==> src/include/axil_single_params.svh <==
`ifndef AXIL_SINGLE_PARAMS_SVH
`define AXIL_SINGLE_PARAMS_SVH

// Host data bus width in bits
`define AXIL_DW 32

// Number of single-register peripherals behind the bridge
`define AXIL_NS 12

// Log2 of the return FIFO depth, also the credit limit
`define AXIL_LGFLEN 3

// Byte offset bits below the word index
`define AXIL_ADDR_LSBS 2
`define AXIL_IDXW 4
`define AXIL_AW (`AXIL_IDXW + `AXIL_ADDR_LSBS)

// AXI response encodings
`define AXIL_RESP_OKAY 2'b00
`define AXIL_RESP_EXOKAY 2'b01
`define AXIL_RESP_SLVERR 2'b10
`define AXIL_RESP_DECERR 2'b11

`endif

==> src/logic/axil_bus_pkg.sv <==
`include "axil_single_params.svh"

package axil_bus_pkg;

	////////////////////////////////////////////////////////////////////////////
	// Host side AXI-lite types
	////////////////////////////////////////////////////////////////////////////

	// BRESP / RRESP
	// DECERR is what the bridge returns for an unmapped index
	typedef enum logic [1:0]
	{
		OKAY   = `AXIL_RESP_OKAY,
		EXOKAY = `AXIL_RESP_EXOKAY,
		SLVERR = `AXIL_RESP_SLVERR,
		DECERR = `AXIL_RESP_DECERR
	} axil_resp_t;

	// AW or AR request
	typedef struct packed
	{
		logic [`AXIL_AW-1:0] addr;
		logic [2:0]          prot;
	} axil_addr_t;

	// W beat, 36 bits
	typedef struct packed
	{
		logic [`AXIL_DW-1:0]   data;
		logic [`AXIL_DW/8-1:0] strb;
	} axil_wbeat_t;

	// R beat, 34 bits
	typedef struct packed
	{
		logic [`AXIL_DW-1:0] data;
		axil_resp_t          resp;
	} axil_rbeat_t;

endpackage

==> src/logic/axil_port_pkg.sv <==
`include "axil_single_params.svh"

package axil_port_pkg;
	import axil_bus_pkg::*;

	// Peripheral index and one-hot select
	typedef logic [`AXIL_IDXW-1:0] slv_idx_t;
	typedef logic [`AXIL_NS-1:0]   slv_sel_t;

	// Per-peripheral response and data arrays
	typedef logic [`AXIL_NS-1:0][1:0]          slv_resp_bus_t;
	typedef logic [`AXIL_NS-1:0][`AXIL_DW-1:0] slv_data_bus_t;

	// Write strobe bundle, data and strobe shared by all peripherals
	typedef struct packed
	{
		slv_sel_t    sel;
		logic [2:0]  prot;
		axil_wbeat_t w;
	} slv_wr_req_t;

	// Read strobe bundle
	typedef struct packed
	{
		slv_sel_t   sel;
		logic [2:0] prot;
	} slv_rd_req_t;

	// Everything the peripherals hand back
	typedef struct packed
	{
		slv_resp_bus_t bresp;
		slv_data_bus_t rdata;
		slv_resp_bus_t rresp;
	} slv_rsp_t;

	// Word index out of a byte address
	function automatic slv_idx_t slv_index(input axil_addr_t a);
		return a.addr[`AXIL_AW-1:`AXIL_ADDR_LSBS];
	endfunction

	// Index maps to a real peripheral
	function automatic logic slv_in_range(input slv_idx_t idx);
		return (idx < `AXIL_NS);
	endfunction

	// One-hot select, zero for an unmapped index
	function automatic slv_sel_t slv_decode(input slv_idx_t idx);
		slv_sel_t sel;
		sel = '0;
		if (slv_in_range(idx))
			sel[idx] = 1'b1;
		return sel;
	endfunction

endpackage

==> src/logic/aw_skid.sv <==
`timescale 1ns/1ps

module aw_skid
	import axil_bus_pkg::*;
(
	input  logic       S_AXI_ACLK,
	input  logic       S_AXI_ARESETN,
	// Upstream (host AW channel)
	input  logic       i_valid,
	output logic       o_ready,
	input  axil_addr_t i_data,
	// Downstream (write path)
	output logic       o_valid,
	input  logic       i_ready,
	output axil_addr_t o_data
);

	// One parked address, the other rides the bypass
	logic       r_valid;
	axil_addr_t r_data;

	// Park an address when downstream stalls on it
	always_ff @(posedge S_AXI_ACLK)
	begin
		if (!S_AXI_ARESETN)
			r_valid <= 1'b0;
		else if (i_valid && o_ready && !i_ready)
			r_valid <= 1'b1;
		else if (i_ready)
			r_valid <= 1'b0;
	end

	// Capture whatever is offered while the slot is free
	always_ff @(posedge S_AXI_ACLK)
	begin
		if (o_ready)
			r_data <= i_data;
	end

	// Ready comes straight from a flop
	assign o_ready = !r_valid;

	// Empty buffer passes through in zero cycles
	assign o_valid = i_valid || r_valid;
	assign o_data  = r_valid ? r_data : i_data;

endmodule

==> src/logic/axil_single_top.sv <==
`timescale 1ns/1ps
`include "axil_single_params.svh"

module axil_single_top
	import axil_bus_pkg::*, axil_port_pkg::*;
(
	input  logic        S_AXI_ACLK,
	input  logic        S_AXI_ARESETN,
	// AW
	input  logic        i_awvalid,
	output logic        o_awready,
	input  axil_addr_t  i_aw,
	// W
	input  logic        i_wvalid,
	output logic        o_wready,
	input  axil_wbeat_t i_w,
	// B
	output logic        o_bvalid,
	input  logic        i_bready,
	output axil_resp_t  o_bresp,
	// AR
	input  logic        i_arvalid,
	output logic        o_arready,
	input  axil_addr_t  i_ar,
	// R
	output logic        o_rvalid,
	input  logic        i_rready,
	output axil_rbeat_t o_r,
	// Peripherals
	output slv_wr_req_t o_wr_req,
	output slv_rd_req_t o_rd_req,
	input  slv_rsp_t    i_rsp
);

	logic        skid_valid;
	logic        skid_ready;
	axil_addr_t  skid_aw;
	logic        b_push;
	logic        b_empty;
	logic        b_pop;
	axil_resp_t  b_resp;
	logic        r_push;
	logic        r_empty;
	logic        r_pop;
	axil_rbeat_t r_beat;

	////////////////////////////////////////////////////////////////////////////
	// Write side
	////////////////////////////////////////////////////////////////////////////

	aw_skid u_awskid (
		.S_AXI_ACLK    (S_AXI_ACLK),
		.S_AXI_ARESETN (S_AXI_ARESETN),
		.i_valid       (i_awvalid),
		.o_ready       (o_awready),
		.i_data        (i_aw),
		.o_valid       (skid_valid),
		.i_ready       (skid_ready),
		.o_data        (skid_aw)
	);

	write_path u_wpath (
		.S_AXI_ACLK    (S_AXI_ACLK),
		.S_AXI_ARESETN (S_AXI_ARESETN),
		.i_aw_valid    (skid_valid),
		.o_aw_ready    (skid_ready),
		.i_aw          (skid_aw),
		.i_wvalid      (i_wvalid),
		.o_wready      (o_wready),
		.i_w           (i_w),
		.i_bpop        (b_pop),
		.o_wr_req      (o_wr_req),
		.i_bresp_bus   (i_rsp.bresp),
		.o_push        (b_push),
		.o_bresp       (b_resp)
	);

	resp_fifo #(.payload_t(axil_resp_t), .LGFLEN(`AXIL_LGFLEN)) u_bfifo (
		.S_AXI_ACLK    (S_AXI_ACLK),
		.S_AXI_ARESETN (S_AXI_ARESETN),
		.i_push        (b_push),
		.i_data        (b_resp),
		.i_pop         (b_pop),
		.o_data        (o_bresp),
		.o_empty       (b_empty)
	);

	// Host sees B whenever the queue holds something
	assign o_bvalid = !b_empty;
	assign b_pop    = o_bvalid && i_bready;

	////////////////////////////////////////////////////////////////////////////
	// Read side
	////////////////////////////////////////////////////////////////////////////

	read_path u_rpath (
		.S_AXI_ACLK    (S_AXI_ACLK),
		.S_AXI_ARESETN (S_AXI_ARESETN),
		.i_arvalid     (i_arvalid),
		.o_arready     (o_arready),
		.i_ar          (i_ar),
		.i_rpop        (r_pop),
		.o_rd_req      (o_rd_req),
		.i_rdata_bus   (i_rsp.rdata),
		.i_rresp_bus   (i_rsp.rresp),
		.o_push        (r_push),
		.o_r           (r_beat)
	);

	resp_fifo #(.payload_t(axil_rbeat_t), .LGFLEN(`AXIL_LGFLEN)) u_rfifo (
		.S_AXI_ACLK    (S_AXI_ACLK),
		.S_AXI_ARESETN (S_AXI_ARESETN),
		.i_push        (r_push),
		.i_data        (r_beat),
		.i_pop         (r_pop),
		.o_data        (o_r),
		.o_empty       (r_empty)
	);

	assign o_rvalid = !r_empty;
	assign r_pop    = o_rvalid && i_rready;

endmodule

==> src/logic/read_path.sv <==
`timescale 1ns/1ps
`include "axil_single_params.svh"

module read_path
	import axil_bus_pkg::*, axil_port_pkg::*;
(
	input  logic          S_AXI_ACLK,
	input  logic          S_AXI_ARESETN,
	// Host AR channel
	input  logic          i_arvalid,
	output logic          o_arready,
	input  axil_addr_t    i_ar,
	// R FIFO pop, returns a credit
	input  logic          i_rpop,
	// Peripheral side
	output slv_rd_req_t   o_rd_req,
	input  slv_data_bus_t i_rdata_bus,
	input  slv_resp_bus_t i_rresp_bus,
	// R FIFO push
	output logic          o_push,
	output axil_rbeat_t   o_r
);

	localparam int DEPTH = 1 << `AXIL_LGFLEN;
	localparam int CW    = `AXIL_LGFLEN + 1;

	slv_sel_t      r_sel;
	logic [2:0]    r_prot;
	logic          r_rwait;
	logic          r_rvalid;
	logic          r_push;
	slv_idx_t      r_ridx;
	slv_idx_t      r_lidx;
	axil_rbeat_t   r_beat;
	logic [CW-1:0] r_count;
	logic          w_full;
	logic          ar_fire;
	slv_idx_t      ar_idx;

	assign ar_idx    = slv_index(i_ar);
	assign w_full    = (r_count == CW'(DEPTH));
	assign o_arready = !w_full;
	assign ar_fire   = i_arvalid && o_arready;

	////////////////////////////////////////////////////////////////////////////
	// Strobe and pipeline control
	////////////////////////////////////////////////////////////////////////////

	// Strobe is a registered one-cycle pulse
	always_ff @(posedge S_AXI_ACLK)
	begin
		if (!S_AXI_ARESETN)
		begin
			r_sel    <= '0;
			r_rwait  <= 1'b0;
			r_rvalid <= 1'b0;
			r_push   <= 1'b0;
		end
		else
		begin
			r_sel    <= ar_fire ? slv_decode(ar_idx) : '0;
			r_rwait  <= ar_fire;
			r_rvalid <= r_rwait;
			r_push   <= r_rvalid;
		end
	end

	always_ff @(posedge S_AXI_ACLK)
	begin
		if (ar_fire)
		begin
			r_prot <= i_ar.prot;
			r_ridx <= ar_idx;
		end
	end

	assign o_rd_req.sel  = r_sel;
	assign o_rd_req.prot = r_prot;

	////////////////////////////////////////////////////////////////////////////
	// Data capture
	////////////////////////////////////////////////////////////////////////////

	// Index delayed to line up with the peripheral's answer
	always_ff @(posedge S_AXI_ACLK)
	begin
		if (r_rwait)
			r_lidx <= r_ridx;
	end

	// Unmapped index reads as zero with DECERR
	always_ff @(posedge S_AXI_ACLK)
	begin
		if (r_rvalid)
		begin
			if (slv_in_range(r_lidx))
			begin
				r_beat.data <= i_rdata_bus[r_lidx];
				r_beat.resp <= axil_resp_t'(i_rresp_bus[r_lidx]);
			end
			else
			begin
				r_beat.data <= '0;
				r_beat.resp <= DECERR;
			end
		end
	end

	assign o_push = r_push;
	assign o_r    = r_beat;

	// Read credits, up to the full R FIFO depth
	always_ff @(posedge S_AXI_ACLK)
	begin
		if (!S_AXI_ARESETN)
			r_count <= '0;
		else
		begin
			case ({ar_fire, i_rpop})
			2'b10: r_count <= r_count + 1'b1;
			2'b01: r_count <= r_count - 1'b1;
			default: r_count <= r_count;
			endcase
		end
	end

	// At most one peripheral strobed at a time
	assert property (@(posedge S_AXI_ACLK) disable iff (!S_AXI_ARESETN)
		$onehot0(o_rd_req.sel));

	// Outstanding reads never exceed what the R FIFO can hold
	assert property (@(posedge S_AXI_ACLK) disable iff (!S_AXI_ARESETN)
		r_count <= CW'(DEPTH));

endmodule

==> src/logic/resp_fifo.sv <==
`timescale 1ns/1ps

module resp_fifo #(
	parameter type payload_t = logic [1:0],
	parameter int  LGFLEN    = 3
) (
	input  logic     S_AXI_ACLK,
	input  logic     S_AXI_ARESETN,
	input  logic     i_push,
	input  payload_t i_data,
	input  logic     i_pop,
	output payload_t o_data,
	output logic     o_empty
);

	localparam int DEPTH = 1 << LGFLEN;

	payload_t        mem [DEPTH];
	logic [LGFLEN:0] r_wr_ptr;
	logic [LGFLEN:0] r_rd_ptr;
	logic [LGFLEN:0] rd_next;
	logic            w_full;
	logic            w_pop;
	payload_t        r_data;

	// Extra pointer bit tells full from empty
	assign o_empty = (r_wr_ptr == r_rd_ptr);
	assign w_full  = (r_wr_ptr[LGFLEN] != r_rd_ptr[LGFLEN])
		&& (r_wr_ptr[LGFLEN-1:0] == r_rd_ptr[LGFLEN-1:0]);
	assign w_pop   = i_pop && !o_empty;
	assign rd_next = r_rd_ptr + 1'b1;

	always_ff @(posedge S_AXI_ACLK)
	begin
		if (!S_AXI_ARESETN)
		begin
			r_wr_ptr <= '0;
			r_rd_ptr <= '0;
		end
		else
		begin
			if (i_push)
				r_wr_ptr <= r_wr_ptr + 1'b1;
			if (w_pop)
				r_rd_ptr <= rd_next;
		end
	end

	// Storage
	always_ff @(posedge S_AXI_ACLK)
	begin
		if (i_push)
			mem[r_wr_ptr[LGFLEN-1:0]] <= i_data;
	end

	// Head register
	// When the queue runs dry the incoming word goes straight to the head
	always_ff @(posedge S_AXI_ACLK)
	begin
		if (o_empty || (w_pop && (rd_next == r_wr_ptr)))
		begin
			if (i_push)
				r_data <= i_data;
		end
		else if (w_pop)
			r_data <= mem[rd_next[LGFLEN-1:0]];
	end

	assign o_data = r_data;

	// Upstream credits must keep the queue from overflowing
	assert property (@(posedge S_AXI_ACLK) disable iff (!S_AXI_ARESETN)
		i_push |-> !w_full);

endmodule

==> src/logic/write_path.sv <==
`timescale 1ns/1ps
`include "axil_single_params.svh"

module write_path
	import axil_bus_pkg::*, axil_port_pkg::*;
(
	input  logic          S_AXI_ACLK,
	input  logic          S_AXI_ARESETN,
	// Address from the skid buffer
	input  logic          i_aw_valid,
	output logic          o_aw_ready,
	input  axil_addr_t    i_aw,
	// Host W channel
	input  logic          i_wvalid,
	output logic          o_wready,
	input  axil_wbeat_t   i_w,
	// B FIFO pop, returns a credit
	input  logic          i_bpop,
	// Peripheral side
	output slv_wr_req_t   o_wr_req,
	input  slv_resp_bus_t i_bresp_bus,
	// B FIFO push
	output logic          o_push,
	output axil_resp_t    o_bresp
);

	localparam int DEPTH = 1 << `AXIL_LGFLEN;
	localparam int CW    = `AXIL_LGFLEN + 1;

	logic          r_wready;
	slv_sel_t      r_sel;
	logic [2:0]    r_prot;
	slv_idx_t      r_widx;
	logic          r_bwait;
	slv_idx_t      r_bidx;
	logic          r_push;
	axil_resp_t    r_bresp;
	logic [CW-1:0] r_count;
	logic          w_full;
	logic          aw_fire;
	logic          w_fire;
	slv_idx_t      aw_idx;

	////////////////////////////////////////////////////////////////////////////
	// Address accept and write strobe
	////////////////////////////////////////////////////////////////////////////

	assign aw_idx = slv_index(i_aw);

	// Skid buffer holds one more, so stop one short of the FIFO depth
	assign w_full = (r_count == CW'(DEPTH - 1));

	// Next address only once the current data beat is in
	assign o_aw_ready = (!r_wready || i_wvalid) && !w_full;
	assign aw_fire    = i_aw_valid && o_aw_ready;
	assign w_fire     = i_wvalid && r_wready;

	always_ff @(posedge S_AXI_ACLK)
	begin
		if (!S_AXI_ARESETN)
		begin
			r_wready <= 1'b0;
			r_sel    <= '0;
		end
		else if (aw_fire)
		begin
			r_wready <= 1'b1;
			r_sel    <= slv_decode(aw_idx);
		end
		else if (i_wvalid)
		begin
			r_wready <= 1'b0;
			r_sel    <= '0;
		end
	end

	// Index and prot of the write waiting for its data
	always_ff @(posedge S_AXI_ACLK)
	begin
		if (aw_fire)
		begin
			r_prot <= i_aw.prot;
			r_widx <= aw_idx;
		end
	end

	assign o_wready = r_wready;

	// Strobe fires on the W beat itself, data goes to everyone
	assign o_wr_req.sel  = i_wvalid ? r_sel : '0;
	assign o_wr_req.prot = r_prot;
	assign o_wr_req.w    = i_w;

	////////////////////////////////////////////////////////////////////////////
	// Response capture
	////////////////////////////////////////////////////////////////////////////

	always_ff @(posedge S_AXI_ACLK)
	begin
		if (!S_AXI_ARESETN)
		begin
			r_bwait <= 1'b0;
			r_push  <= 1'b0;
		end
		else
		begin
			r_bwait <= w_fire;
			r_push  <= r_bwait;
		end
	end

	// Second index stage, follows the beat into the response cycle
	always_ff @(posedge S_AXI_ACLK)
	begin
		if (w_fire)
			r_bidx <= r_widx;
	end

	// Peripheral answers the cycle after its strobe
	always_ff @(posedge S_AXI_ACLK)
	begin
		if (r_bwait)
		begin
			if (slv_in_range(r_bidx))
				r_bresp <= axil_resp_t'(i_bresp_bus[r_bidx]);
			else
				r_bresp <= DECERR;
		end
	end

	assign o_push  = r_push;
	assign o_bresp = r_bresp;

	// Write credits, one per accepted address until its B pops
	always_ff @(posedge S_AXI_ACLK)
	begin
		if (!S_AXI_ARESETN)
			r_count <= '0;
		else
		begin
			case ({aw_fire, i_bpop})
			2'b10: r_count <= r_count + 1'b1;
			2'b01: r_count <= r_count - 1'b1;
			default: r_count <= r_count;
			endcase
		end
	end

	// At most one peripheral strobed at a time
	assert property (@(posedge S_AXI_ACLK) disable iff (!S_AXI_ARESETN)
		$onehot0(o_wr_req.sel));

	// Outstanding writes never exceed what the B FIFO can hold
	assert property (@(posedge S_AXI_ACLK) disable iff (!S_AXI_ARESETN)
		r_count <= CW'(DEPTH));

endmodule

==> config.mk <==
export PLATFORM = sky130hd
export DESIGN_NAME = axil_single_top
export DESIGN_NICKNAME = d
export VERILOG_FILES = /design/src/logic/axil_bus_pkg.sv /design/src/logic/axil_port_pkg.sv /design/src/logic/aw_skid.sv /design/src/logic/axil_single_top.sv /design/src/logic/read_path.sv /design/src/logic/resp_fifo.sv /design/src/logic/write_path.sv
export VERILOG_INCLUDE_DIRS = /design/src /design/src/include
export SDC_FILE = /design/constraint.sdc
export NUM_CORES = 1
export LEC_CHECK = 0
export BUFFER_PORTS_ARGS = -buffer_cell sky130_fd_sc_hd__buf_2
export CAP_MARGIN = 30
export CORE_AREA = 2 2 237 239
export DETAILED_ROUTE_END_ITERATION = 12
export DIE_AREA = 0 0 239 241
export GPL_TIMING_DRIVEN = 0
export SLEW_MARGIN = 10
export SYNTH_ARGS = -nofsm -noshare
export SYNTH_HDL_FRONTEND = slang
export SYNTH_SLANG_ARGS = --single-unit
==> constraint.sdc <==
create_clock -name S_AXI_ACLK -period 6.6 [get_ports S_AXI_ACLK]
set_input_delay 0.99 -clock S_AXI_ACLK [delete_from_list [all_inputs] [get_ports S_AXI_ACLK]]
set_output_delay 0.99 -clock S_AXI_ACLK [all_outputs]
set_load 0.01 [all_outputs]
==> flow_metrics.tcl, run 1 <==
set metrics [dict create \
    peakVddDrop_mv 0.189 \
    crit_family "simple AND/OR/NAND/NOR gates" \
    rsz0062_at_grt "false" \
    fin_skew_ps 34.6 \
    cp_max_fo 12 \
    wirelength_mm 72.3 \
    holdPathStages 0 \
    cts.clk_slew.worst_paths_ps 60 \
    num_vias 13900 \
    cts_made_buffers 44 \
    cp.required_ps 7100 \
    worstPathArrival_ps 3630 \
    slew-limit-headroom_pct 43.4 \
    finalHoldViolations 0 \
    hold_buffers 0 \
    syn_area_per_cell_um2 17.0 \
    first_pass_iters 5 \
    fmax_mhz 319 \
    worst-path-buf-inv 2 \
    grt_util_all_layers_pct 24.4 \
    dp_hpwl_mm 57.8 \
    synth.ff_latch_count 444 \
    cts_tree "built" \
    die_area_um2 57600 \
    rrSetupSlack_ps 3460 \
    max_stage_delay_ps 720 \
    cts_max_level 2 \
    clockBufferDepth 3 \
    finalCritPeriodShare_pct 47.5 \
    r2r-end "u_rpath.r_count[2]$_SDFFE_PN0P_" \
    syn-num-nets 1708 \
    yosysSeqAreaShare_pct 62.0 \
    antenna_found_initial 34 \
    wl_per_cell_um 28.0 \
    period_minus_slack_ps 3140 \
    synth_area_leaders "edfxtp_1 56%, mux4_2 20%, dfxtp_1 6.1%" \
    clkSinkCount 444 \
    rows 86 \
    initial_core_util_pct 37.4 \
    drtIter0Drc 1346 \
    drv_slew 0 \
    async_flop_share_pct 0 \
    nets 2330 \
    area_delta_synth_final_pct 26.6 \
    ys.flop_type "edfxtp_1" \
    avgViaCountPerCell 5.39 \
    grt_overflow_total 0 \
    cp_slowest_cell "or4b_2" \
    crit_chain "or4b_2 > and2_1 > clkbuf_1 > inv_1 > ha_1 > xor2_1 > ha_1 > a21oi_1 > xor2_1 > or3_1 > a21boi_0" \
    coreArea_um2 54900 \
    worstSetupStartpoint "u_rpath.r_count[0]$_SDFFE_PN0P_" \
    hp-start "u_rpath.r_ridx[2]$_DFFE_PP_" \
    grt_first_pass_wirelength_mm 98.5 \
    gp_congestion 0.946 \
    die_y_um 241 \
    ys_types 50 \
    critPathKind "register to register" \
    synthCells 1205 \
    synth_top_area_cell "edfxtp_1" \
    setup-tns-final_ps 0 \
    antenna_violating_nets_post_route 0 \
    maxCapViolCount 0 \
    critPathLaunchType "register" \
    reg2reg_depth 11 \
    synth-edff-count 382 \
    synth_most_common_cell "edfxtp_1" \
    ys_warn_count 0 \
    timing.rr.start "u_rpath.r_count[0]$_SDFFE_PN0P_" \
    worst_pin_slew_ps 840 \
    drive_gt1_share_pct 49.2 \
    critPathCaptureType "register" \
    clock_latency_ps 590 \
    io_pins 600 \
    grt_start_max_net_pins 28 \
    cts_resized 0 \
    worstHoldEndpoint "u_rpath.r_lidx[2]$_DFFE_PP_" \
    p_leak_uw 0.00982 \
    hold_class "register to register" \
    grt_pass1_vias 14000 \
    drc_errors 0 \
    synth_area_um2 20500 \
    power.density_nw_per_um2 247 \
    hold_ws_ps 419 \
    cts_root_buf "clkbuf_16" \
    post_cts_buffers 0 \
    numPortBuffers 558 \
    place_ws_ps 2920 \
    setup_viol 0 \
    die_w_um 239 \
    synth_top_area_share_pct 56.0 \
    synth_common_cells "382 x edfxtp_1, 180 x mux4_2, 76 x mux2i_1" \
    fin_ws_ps 3460 \
    outcome "completed" \
]
[state kept, by name (all words and copies together), names as in the netlist, 7 cells and up]
register         cells
u_awskid.r_data      7
u_bfifo.mem         16
u_rpath.o_r         34
u_rfifo.o_data      34
u_rpath.r_sel       12
u_wpath.r_sel       12
u_rfifo.mem        272
[through the flow]
step           cells  total power [uW]  cell area [um^2]  util (%)
6_report        2585              6400             26000      47.3
3_5_place_dp    2485              4020             24500      44.7
3_3_place_gp    2467              4000             24200      44.0
4_1_cts         2566              6450             25900      47.2
2_1_floorplan   1205              3630             20500         -
5_1_grt         2581              6610             25900      47.3
[kinds of logic (layout without fill, tap and decap cells)]
logic type	Yosys count	in the layout	share of synthesized area, %
DFF	444	444	62.0
muxes	265	265	24.0
and+or+nand+nor	175	175	4.50
buffers and inverters	157	814	3.80
AOI/OAI and AO/OA	123	123	3.68
xor gates and xnor gates	31	31	1.42
adders and majority gates	10	10	0.610
other	0	19	0
[per-layer routing]
metal / vias to the layer above / wire length, um / share of wire (%) / track usage (%)
li1: 6053 / - / - / -
met1: 7052 / 29000 / 40 / 32.2
met2: 690 / 33700 / 47 / 37.5
met3: 111 / 7210 / 10 / 8.32
met4: 16 / 2100 / 2.9 / 8.73
met5: - / 217 / 0.30 / 2.61
[placed cells by master, fill, tap and decap left out, drive strengths merged, types with 2 or more instances in the layout]
cell type and instances:
nor3 17, o21ai 51, mux2 9, nand4 2, diode 19, nand3 4, nor2 20, buf 652
nand4b 3, ha 10, a22oi 7, nand2b 17, nor4 2, nand2 48, inv 44, mux2i 76
o22ai 33, xnor2 14, clkinv 21, bufinv 3, or3 7, dfxtp 62, a21boi 9, a31oi 7
clkbuf 92, a21oi 6, edfxtp 382, o22a 2, mux4 180, clkinvlp 2, and2 30, xor2 17
nor2b 19, nand3b 2
[report_power, final]
| group | total, uW | internal, uW | switching (uW) |
|---|---|---|---|
| Combinational | 804 | 383 | 421 |
| Sequential | 3150 | 3110 | 45.7 |
| Clock | 2440 | 1370 | 1080 |
| Total | 6400 | 4860 | 1540 |
[worst max-delay path by stage]
| stage | end | slack (ps) | depth (start not counted) |
|---|---|---|---|
| final | u_rpath.r_count[2]$_SDFFE_PN0P_ | 3460 | 11 |
| after global routing | u_rpath.r_count[2]$_SDFFE_PN0P_ | 3220 | 11 |
| after CTS | u_rpath.r_count[2]$_SDFFE_PN0P_ | 3450 | 11 |
| after detailed placement | u_wpath.r_count[2]$_SDFFE_PN0P_ | 2920 | 10 |
| after global placement | u_rfifo.o_data[3]$_DFFE_PP_ | 500 | 6 |
| after floorplan | u_rfifo.o_data[0]$_DFFE_PP_ | 2240 | 5 |
[worst register-to-register path: stages, from the launching register on]
cell      delay, ps
dfxtp_1         360
or4b_2          720
and2_1          180
clkbuf_1        330
inv_1           200
ha_1            260
xor2_1           90
ha_1            180
a21oi_1         170
xor2_1          100
or3_1           300
a21boi_0        150
[layout make-up]
| cell class | instances | area [um^2] |
|---|---|---|
| Antenna cell | 19 | 47.5 |
| Buffer | 114 | 618 |
| Clock buffer | 54 | 1150 |
| Clock inverter | 27 | 250 |
| Fill cell | 4787 | 28900 |
| Inverter | 43 | 161 |
| Multi-Input combinational cell | 604 | 7070 |
| Sequential cell | 444 | 12700 |
| Tap cell | 704 | 881 |
| Timing Repair Buffer | 576 | 3060 |
No activity file was read; power rests on OpenSTA's default activity.
==> run 2, diff against run 1 <==
- ABC_AREA: unset -> 1
- CORE_AREA: 2 2 237 239 -> unset
- CORE_MARGIN: unset -> 1
- CORE_UTILIZATION: unset -> 40
- DIE_AREA: 0 0 239 241 -> unset
- PLACE_DENSITY: unset -> 0.66
- clock period: 6.6 -> 2.6 ns (I/O delays scaled with it)
==> run 2 against run 1 <==
  * Count of clock-buffer cells in the layout rose by 4
  * First-iteration DRC count rose by 64%
  * Worst hold slack got worse by 370 ps
  * Sequential power rose to 2.7 times the previous value
  * Global-route usage rose by 7.8 points
  * Final cell count rose by 51%
  * Synthesized cell count rose by 110%
  * Synthesized area rose by 7.6%
==> flow_metrics.tcl, run 2 <==
set metrics [dict create \
    dp_cells 3805 \
    worst_pin_slew_ps 946 \
    drc_errors 0 \
    syn_area_per_cell_um2 8.69 \
    reg2reg_depth 7 \
    routed-wl-met3_mm 7.86 \
    antenna_found_initial 17 \
    initial_core_util_pct 40.8 \
    cp.required_ps 2960 \
    cts_made_buffers 44 \
    power_frac_seq_pct 39.1 \
    gp_congestion 1.05 \
    grt_util_all_layers_pct 32.3 \
    cp_slowest_cell "edfxtp_1" \
    num_vias 20600 \
    wirelength_mm 91.9 \
    cp.depth 7 \
    hp-start "i_ar[8]" \
    synthCells 2540 \
    outcome "completed" \
    ys_types 35 \
    peakVddDrop_mv 0.431 \
    p_int_uw 14100 \
    synth-edff-count 382 \
    first_pass_iters 6 \
    switching_share_pct 35.0 \
    numPortBuffers 559 \
    worst-path-buf-inv 3 \
    largest_register_ffs 272 \
    holdPathStages 1 \
    r2r-end "u_rpath.o_r[9]$_SDFFCE_PP0P_" \
    yosysSeqAreaShare_pct 57.6 \
    clkSinkCount 444 \
    antenna_violating_nets_post_route 0 \
    coreArea_um2 54100 \
    post_cts_buffers 0 \
    cp_max_fo 10 \
    grt_pass1_vias 19600 \
    crit_chain "inv_2 > buf_2 > buf_2 > nor2_1 > o21ai_0 > a21oi_1 > a21oi_2" \
    rrSetupSlack_ps 30 \
    grt_first_pass_wirelength_mm 131 \
    worstPathArrival_ps 2930 \
    critPathCaptureType "register" \
    nFillCells 5222 \
    syn-num-nets 3043 \
    die_area_um2 56100 \
    synth_common_cells "545 x nand2_1, 468 x nor2_1, 382 x edfxtp_1" \
    ys_warn_count 0 \
    drive_gt1_share_pct 25.1 \
    crit_family "buffers and inverters" \
    synth_most_common_cell "nand2_1" \
    setup_viol 0 \
    rsz0062_at_grt "false" \
    worstHoldEndpoint "u_rpath.r_ridx[3]$_DFFE_PP_" \
    cts_max_level 2 \
    crit_top_cell "buf_2" \
    max_stage_delay_ps 420 \
    async_flop_share_pct 0 \
    p_comb_share_pct 31.7 \
    drt-met1-wl_mm 36.2 \
    cts.clk_slew.worst_paths_ps 60 \
    layout_common_cells "606 x buf_2, 543 x nand2_1, 460 x nor2_1" \
    synth.ff_latch_count 444 \
    critPathLaunchType "register" \
    fin_skew_ps 19.1 \
    maxCapViolCount 0 \
    synth_area_leaders "edfxtp_1 52%, nand2_1 9.3%, o21ai_0 8.1%" \
    finalCritPeriodShare_pct 98.8 \
    period_minus_slack_ps 2570 \
    power.density_nw_per_um2 790 \
    instances_no_fill 3896 \
    setup-tns-final_ps 0 \
    hold_class "primary input to register" \
    switchingPower_uw 7610 \
    p_clk_share_pct 29.2 \
    avgViaCountPerCell 5.30 \
    cts_root_buf "clkbuf_16" \
    rows 85 \
    grt_overflow_total 0 \
    fmax_mhz 389 \
    die_w_um 237 \
    dp_hpwl_mm 73.4 \
    final_common_cell "buf_2" \
    ys.flop_type "edfxtp_1" \
    p_leak_uw 0.0118 \
    wl_per_cell_um 23.6 \
    route.met2.wl_mm 42.9 \
    drtIter0Drc 2204 \
    critPathKind "register to register" \
    synth_top_area_share_pct 52.0 \
    clockBufferDepth 3 \
    nets 3660 \
    die_y_um 237 \
    area_delta_synth_final_pct 24.8 \
    top_layer "met5" \
    timing.rr.start "u_rpath.r_lidx[0]$_DFFE_PP_" \
    grt_start_max_net_pins 36 \
    slew-limit-headroom_pct 36.9 \
    finalHoldViolations 0 \
    synth_area_um2 22100 \
    io_pins 600 \
    clock_latency_ps 580 \
    synth_top_area_cell "edfxtp_1" \
    drv_slew 0 \
    cts_tree "built" \
]
[run 2: per-stage QoR]
| stage | total power (uW) | util [%] | worst slack, ps | hold slack [ps] | cell area (um^2) |
|---|---|---|---|---|---|
| 2_1_floorplan | 12700 | - | 1.67 | 400 | 22100 |
| 3_3_place_gp | 15300 | 47.5 | -1310 | 403 | 25700 |
| 3_5_place_dp | 15400 | 48.1 | -174 | 407 | 26000 |
| 4_1_cts | 21700 | 50.8 | 22.7 | 13.0 | 27500 |
| 5_1_grt | 22800 | 50.8 | 3.16 | 21.5 | 27500 |
| 6_report | 21700 | 50.9 | 30.2 | 44.4 | 27500 |
[run 2: worst max path at each step]
stage	from	end	slack (ps)
floorplan	u_rpath.o_push$_SDFF_PN0_	u_rfifo.mem[0][0]$_DFFE_PP_	2
global placement	u_rpath.o_push$_SDFF_PN0_	u_rfifo.mem[2][25]$_DFFE_PP_	-1310
detailed placement	u_rpath.r_lidx[1]$_DFFE_PP_	u_rpath.o_r[30]$_SDFFCE_PP0P_	-170
CTS	u_rfifo.r_rd_ptr[0]$_SDFFE_PN0P_	u_rfifo.o_data[6]$_DFFE_PP_	20
global route	u_rfifo.r_rd_ptr[1]$_SDFFE_PN0P_	u_rfifo.o_data[12]$_DFFE_PP_	3
finish	u_rpath.r_lidx[0]$_DFFE_PP_	u_rpath.o_r[9]$_SDFFCE_PP0P_	30
[run 2: per-layer routing]
metal	up-vias	GRT usage [%]
met3	166	5.51
met2	1048	52.7
met5	-	0
met4	6	16.0
li1	9764	-
met1	9651	41.4
[run 2: logic make-up (layout without fill, tap and decap cells)]
family,Yosys count,count (layout),synth area share (%)
adder cells (fa/ha/maj),10,10,0.567
other,0,7,0
XOR/XNOR,13,13,0.550
AO/OA/AOI/OAI,566,566,13.2
flip-flops,444,444,57.6
multiplexers,2,2,0.0907
AND/OR/NAND/NOR,1179,1179,21.4
buffers and inverters,326,979,6.66
[run 2: area by class of cell]
class	instances	area, um^2	area share [%]
diodes	7	17.5	0.0636
multi-input cells	1770	7970	28.9
clock inverters	24	210	0.763
repair buffers	572	3060	11.1
well taps	696	871	3.16
inverters	133	499	1.81
clock buffers	58	1220	4.42
flip-flops and latches	444	12700	46.2
plain buffers	192	982	3.57
[run 2: repair_timing]
item | in CTS | in global routing
pin swaps | 0 | 0
cloned | 0 | 0
hold endpoints to repair | 3 | 0
resized for setup | 7 | 18
setup endpoints to repair | 7 | 52
hold buffers | 3 | 0
[run 2: power by group through the flow]
stage	sequential, uW	clock (uW)	combinational [uW]
after floorplan	8740	0	4000
after global placement	8670	0	6650
after detailed placement	8660	0	6770
after CTS	8510	6410	6810
after global routing	8550	6670	7600
final	8510	6340	6890
==> run 3, diff against run 2 <==
- MAX_ROUTING_LAYER: unset -> met4
- PLACE_DENSITY: 0.66 -> unset
- PLACE_DENSITY_LB_ADDON: unset -> 0.25
- clock period: 2.6 -> 3.15 ns (I/O delays scaled with it)
==> run 3 against run 2 <==
  * Clock power shrank 13%
  * Global-route usage rose by 1.4 points
  * Sequential power fell by 17%
  * Combinational power shrank 18%
  * Largest power group unchanged
  * Largest cell class unchanged
  * Utilization up 0.055 points
  * Sequential cell count is the same
  * Via count grew 1.2%
==> flow_metrics.tcl, run 3 (synthesis results as in run 2) <==
set metrics [dict create \
    final_common_cell "buf_2" \
    rsz0062_at_grt "false" \
    rrSetupSlack_ps 290 \
    route.met2.wl_mm 44.6 \
    clkSinkCount 444 \
    avgViaCountPerCell 5.34 \
    largest_register_ffs 272 \
    cp.required_ps 3510 \
    worstPathArrival_ps 3220 \
    hold_buffers 0 \
    initial_core_util_pct 40.8 \
    layout_common_cells "608 x buf_2, 544 x nand2_1, 460 x nor2_1" \
    num_vias 20900 \
    numPortBuffers 559 \
    cts_resized 0 \
    grt_start_max_net_pins 35 \
    grt_overflow_total 0 \
    setup_viol 0 \
    fin_skew_ps 13.0 \
    io_pins 600 \
    r2r-end "u_rpath.o_r[29]$_SDFFCE_PP0P_" \
    die_y_um 237 \
    hold_class "primary input to register" \
    place_area_um2 26000 \
    outcome "completed" \
    grt_util_all_layers_pct 33.7 \
    die_area_um2 56100 \
    clock_latency_ps 580 \
    timing.rr.start "u_rpath.r_lidx[0]$_DFFE_PP_" \
    drtIter0Drc 2286 \
    drv_slew 0 \
    cp_max_fo 10 \
    cts_tree "built" \
    power.density_nw_per_um2 661 \
    finalHoldViolations 0 \
    routed-wl-met3_mm 7.83 \
    antenna_violating_nets_post_route 0 \
    post_cts_buffers 0 \
    period_minus_slack_ps 2860 \
    grt_pass1_vias 20200 \
    maxCapViolCount 0 \
    p_leak_uw 0.0118 \
    critPathCaptureType "register" \
    antenna_found_initial 23 \
    first_pass_iters 6 \
    coreArea_um2 54100 \
    finalCritPeriodShare_pct 90.7 \
    drive_gt1_share_pct 24.4 \
    nets 3660 \
    total_power_uw 18200 \
    drc_errors 0 \
    die_w_um 237 \
    gp_congestion 1.11 \
    slew-limit-headroom_pct 32.2 \
    peakVddDrop_mv 0.364 \
    dp_hpwl_mm 74.5 \
    cts_made_buffers 47 \
    critPathLaunchType "register" \
    critPathKind "register to register" \
    drt-met1-wl_mm 38.4 \
    grt_first_pass_wirelength_mm 134 \
    holdPathStages 1 \
    top_layer "met4" \
    worst_pin_slew_ps 1020 \
    area_delta_synth_final_pct 24.9 \
    cts_max_level 2 \
    design_area_um2 27600 \
    endpoint "u_rpath.o_r[29]$_SDFFCE_PP0P_" \
    postLayoutCoreUtil_pct 50.9 \
    wl_per_cell_um 23.9 \
    fmax_mhz 350 \
    cts.clk_slew.worst_paths_ps 60 \
    reg2reg_depth 7 \
    clockBufferDepth 3 \
    rows 85 \
    wirelength_mm 93.5 \
    cts_root_buf "clkbuf_16" \
    worstSetupStartpoint "u_rpath.r_lidx[0]$_DFFE_PP_" \
]
run 3: cell types whose count changed in the layout (fill, tap and decap cells not counted), sizes merged:
cell,delta
buf,+3
bufinv,+2
clkbuf,-2
clkinv,+1
clkinvlp,-1
diode,+10
dlygate4sd3,-3
inv,+1
run 3: worst min path at each step:
| stage | from | to |
|---|---|---|
| floorplan | u_rpath.r_ridx[0]$_DFFE_PP_ | u_rpath.r_lidx[0]$_DFFE_PP_ |
| CTS | i_ar[1] | u_rpath.r_prot[1]$_DFFE_PP_ |
| detailed placement | u_rpath.r_ridx[0]$_DFFE_PP_ | u_rpath.r_lidx[0]$_DFFE_PP_ |
| global placement | u_rpath.r_ridx[3]$_DFFE_PP_ | u_rpath.r_lidx[3]$_DFFE_PP_ |
| global route | i_ar[1] | u_rpath.r_prot[1]$_DFFE_PP_ |
| finish | i_ar[1] | u_rpath.r_prot[1]$_DFFE_PP_ |
run 3: cell type report:
| type | count | area, um^2 |
|---|---|---|
| Antenna cell | 17 | 42.5 |
| Buffer | 193 | 970 |
| Clock buffer | 59 | 1250 |
| Clock inverter | 27 | 260 |
| Fill cell | 5178 | 26600 |
| Inverter | 133 | 499 |
| Multi-Input combinational cell | 1770 | 7950 |
| Sequential cell | 444 | 12700 |
| Tap cell | 696 | 871 |
| Timing Repair Buffer | 568 | 3010 |
run 3: through the flow:
| stage | setup WS [ps] | instances | setup TNS, ps | hold slack [ps] |
|---|---|---|---|---|
| final | 292 | 3907 | 0 | 67.4 |
| after global routing | 95.4 | 3905 | 0 | 52.2 |
| after CTS | 202 | 3890 | 0 | 45.9 |
| after detailed placement | 218 | 3804 | 0 | 406 |
| after global placement | -893 | 3795 | -186330 | 403 |
| after floorplan | 552 | 2540 | 0 | 400 |
run 3: report_power, final:
part,switching (uW),internal [uW]
clock network,2270,3220
logic,3880,1800
registers,189,6850
total,6340,11900
run 3: layer usage:
layer / vias to the layer above / GRT usage [%]
met3: 146 / 6.53
met2: 1021 / 54.0
met5: - / -
met4: 0 / 10.4
met1: 9926 / 43.1
li1: 9785 / -
run 3: worst max-delay path, cell delays in order, from the launching register on:
cell and delay (ps):
edfxtp_1 520, inv_2 360, buf_2 380, clkbuf_1 540, o21ai_0 270, a21oi_1 210
nor2_1 60, a21oi_1 280
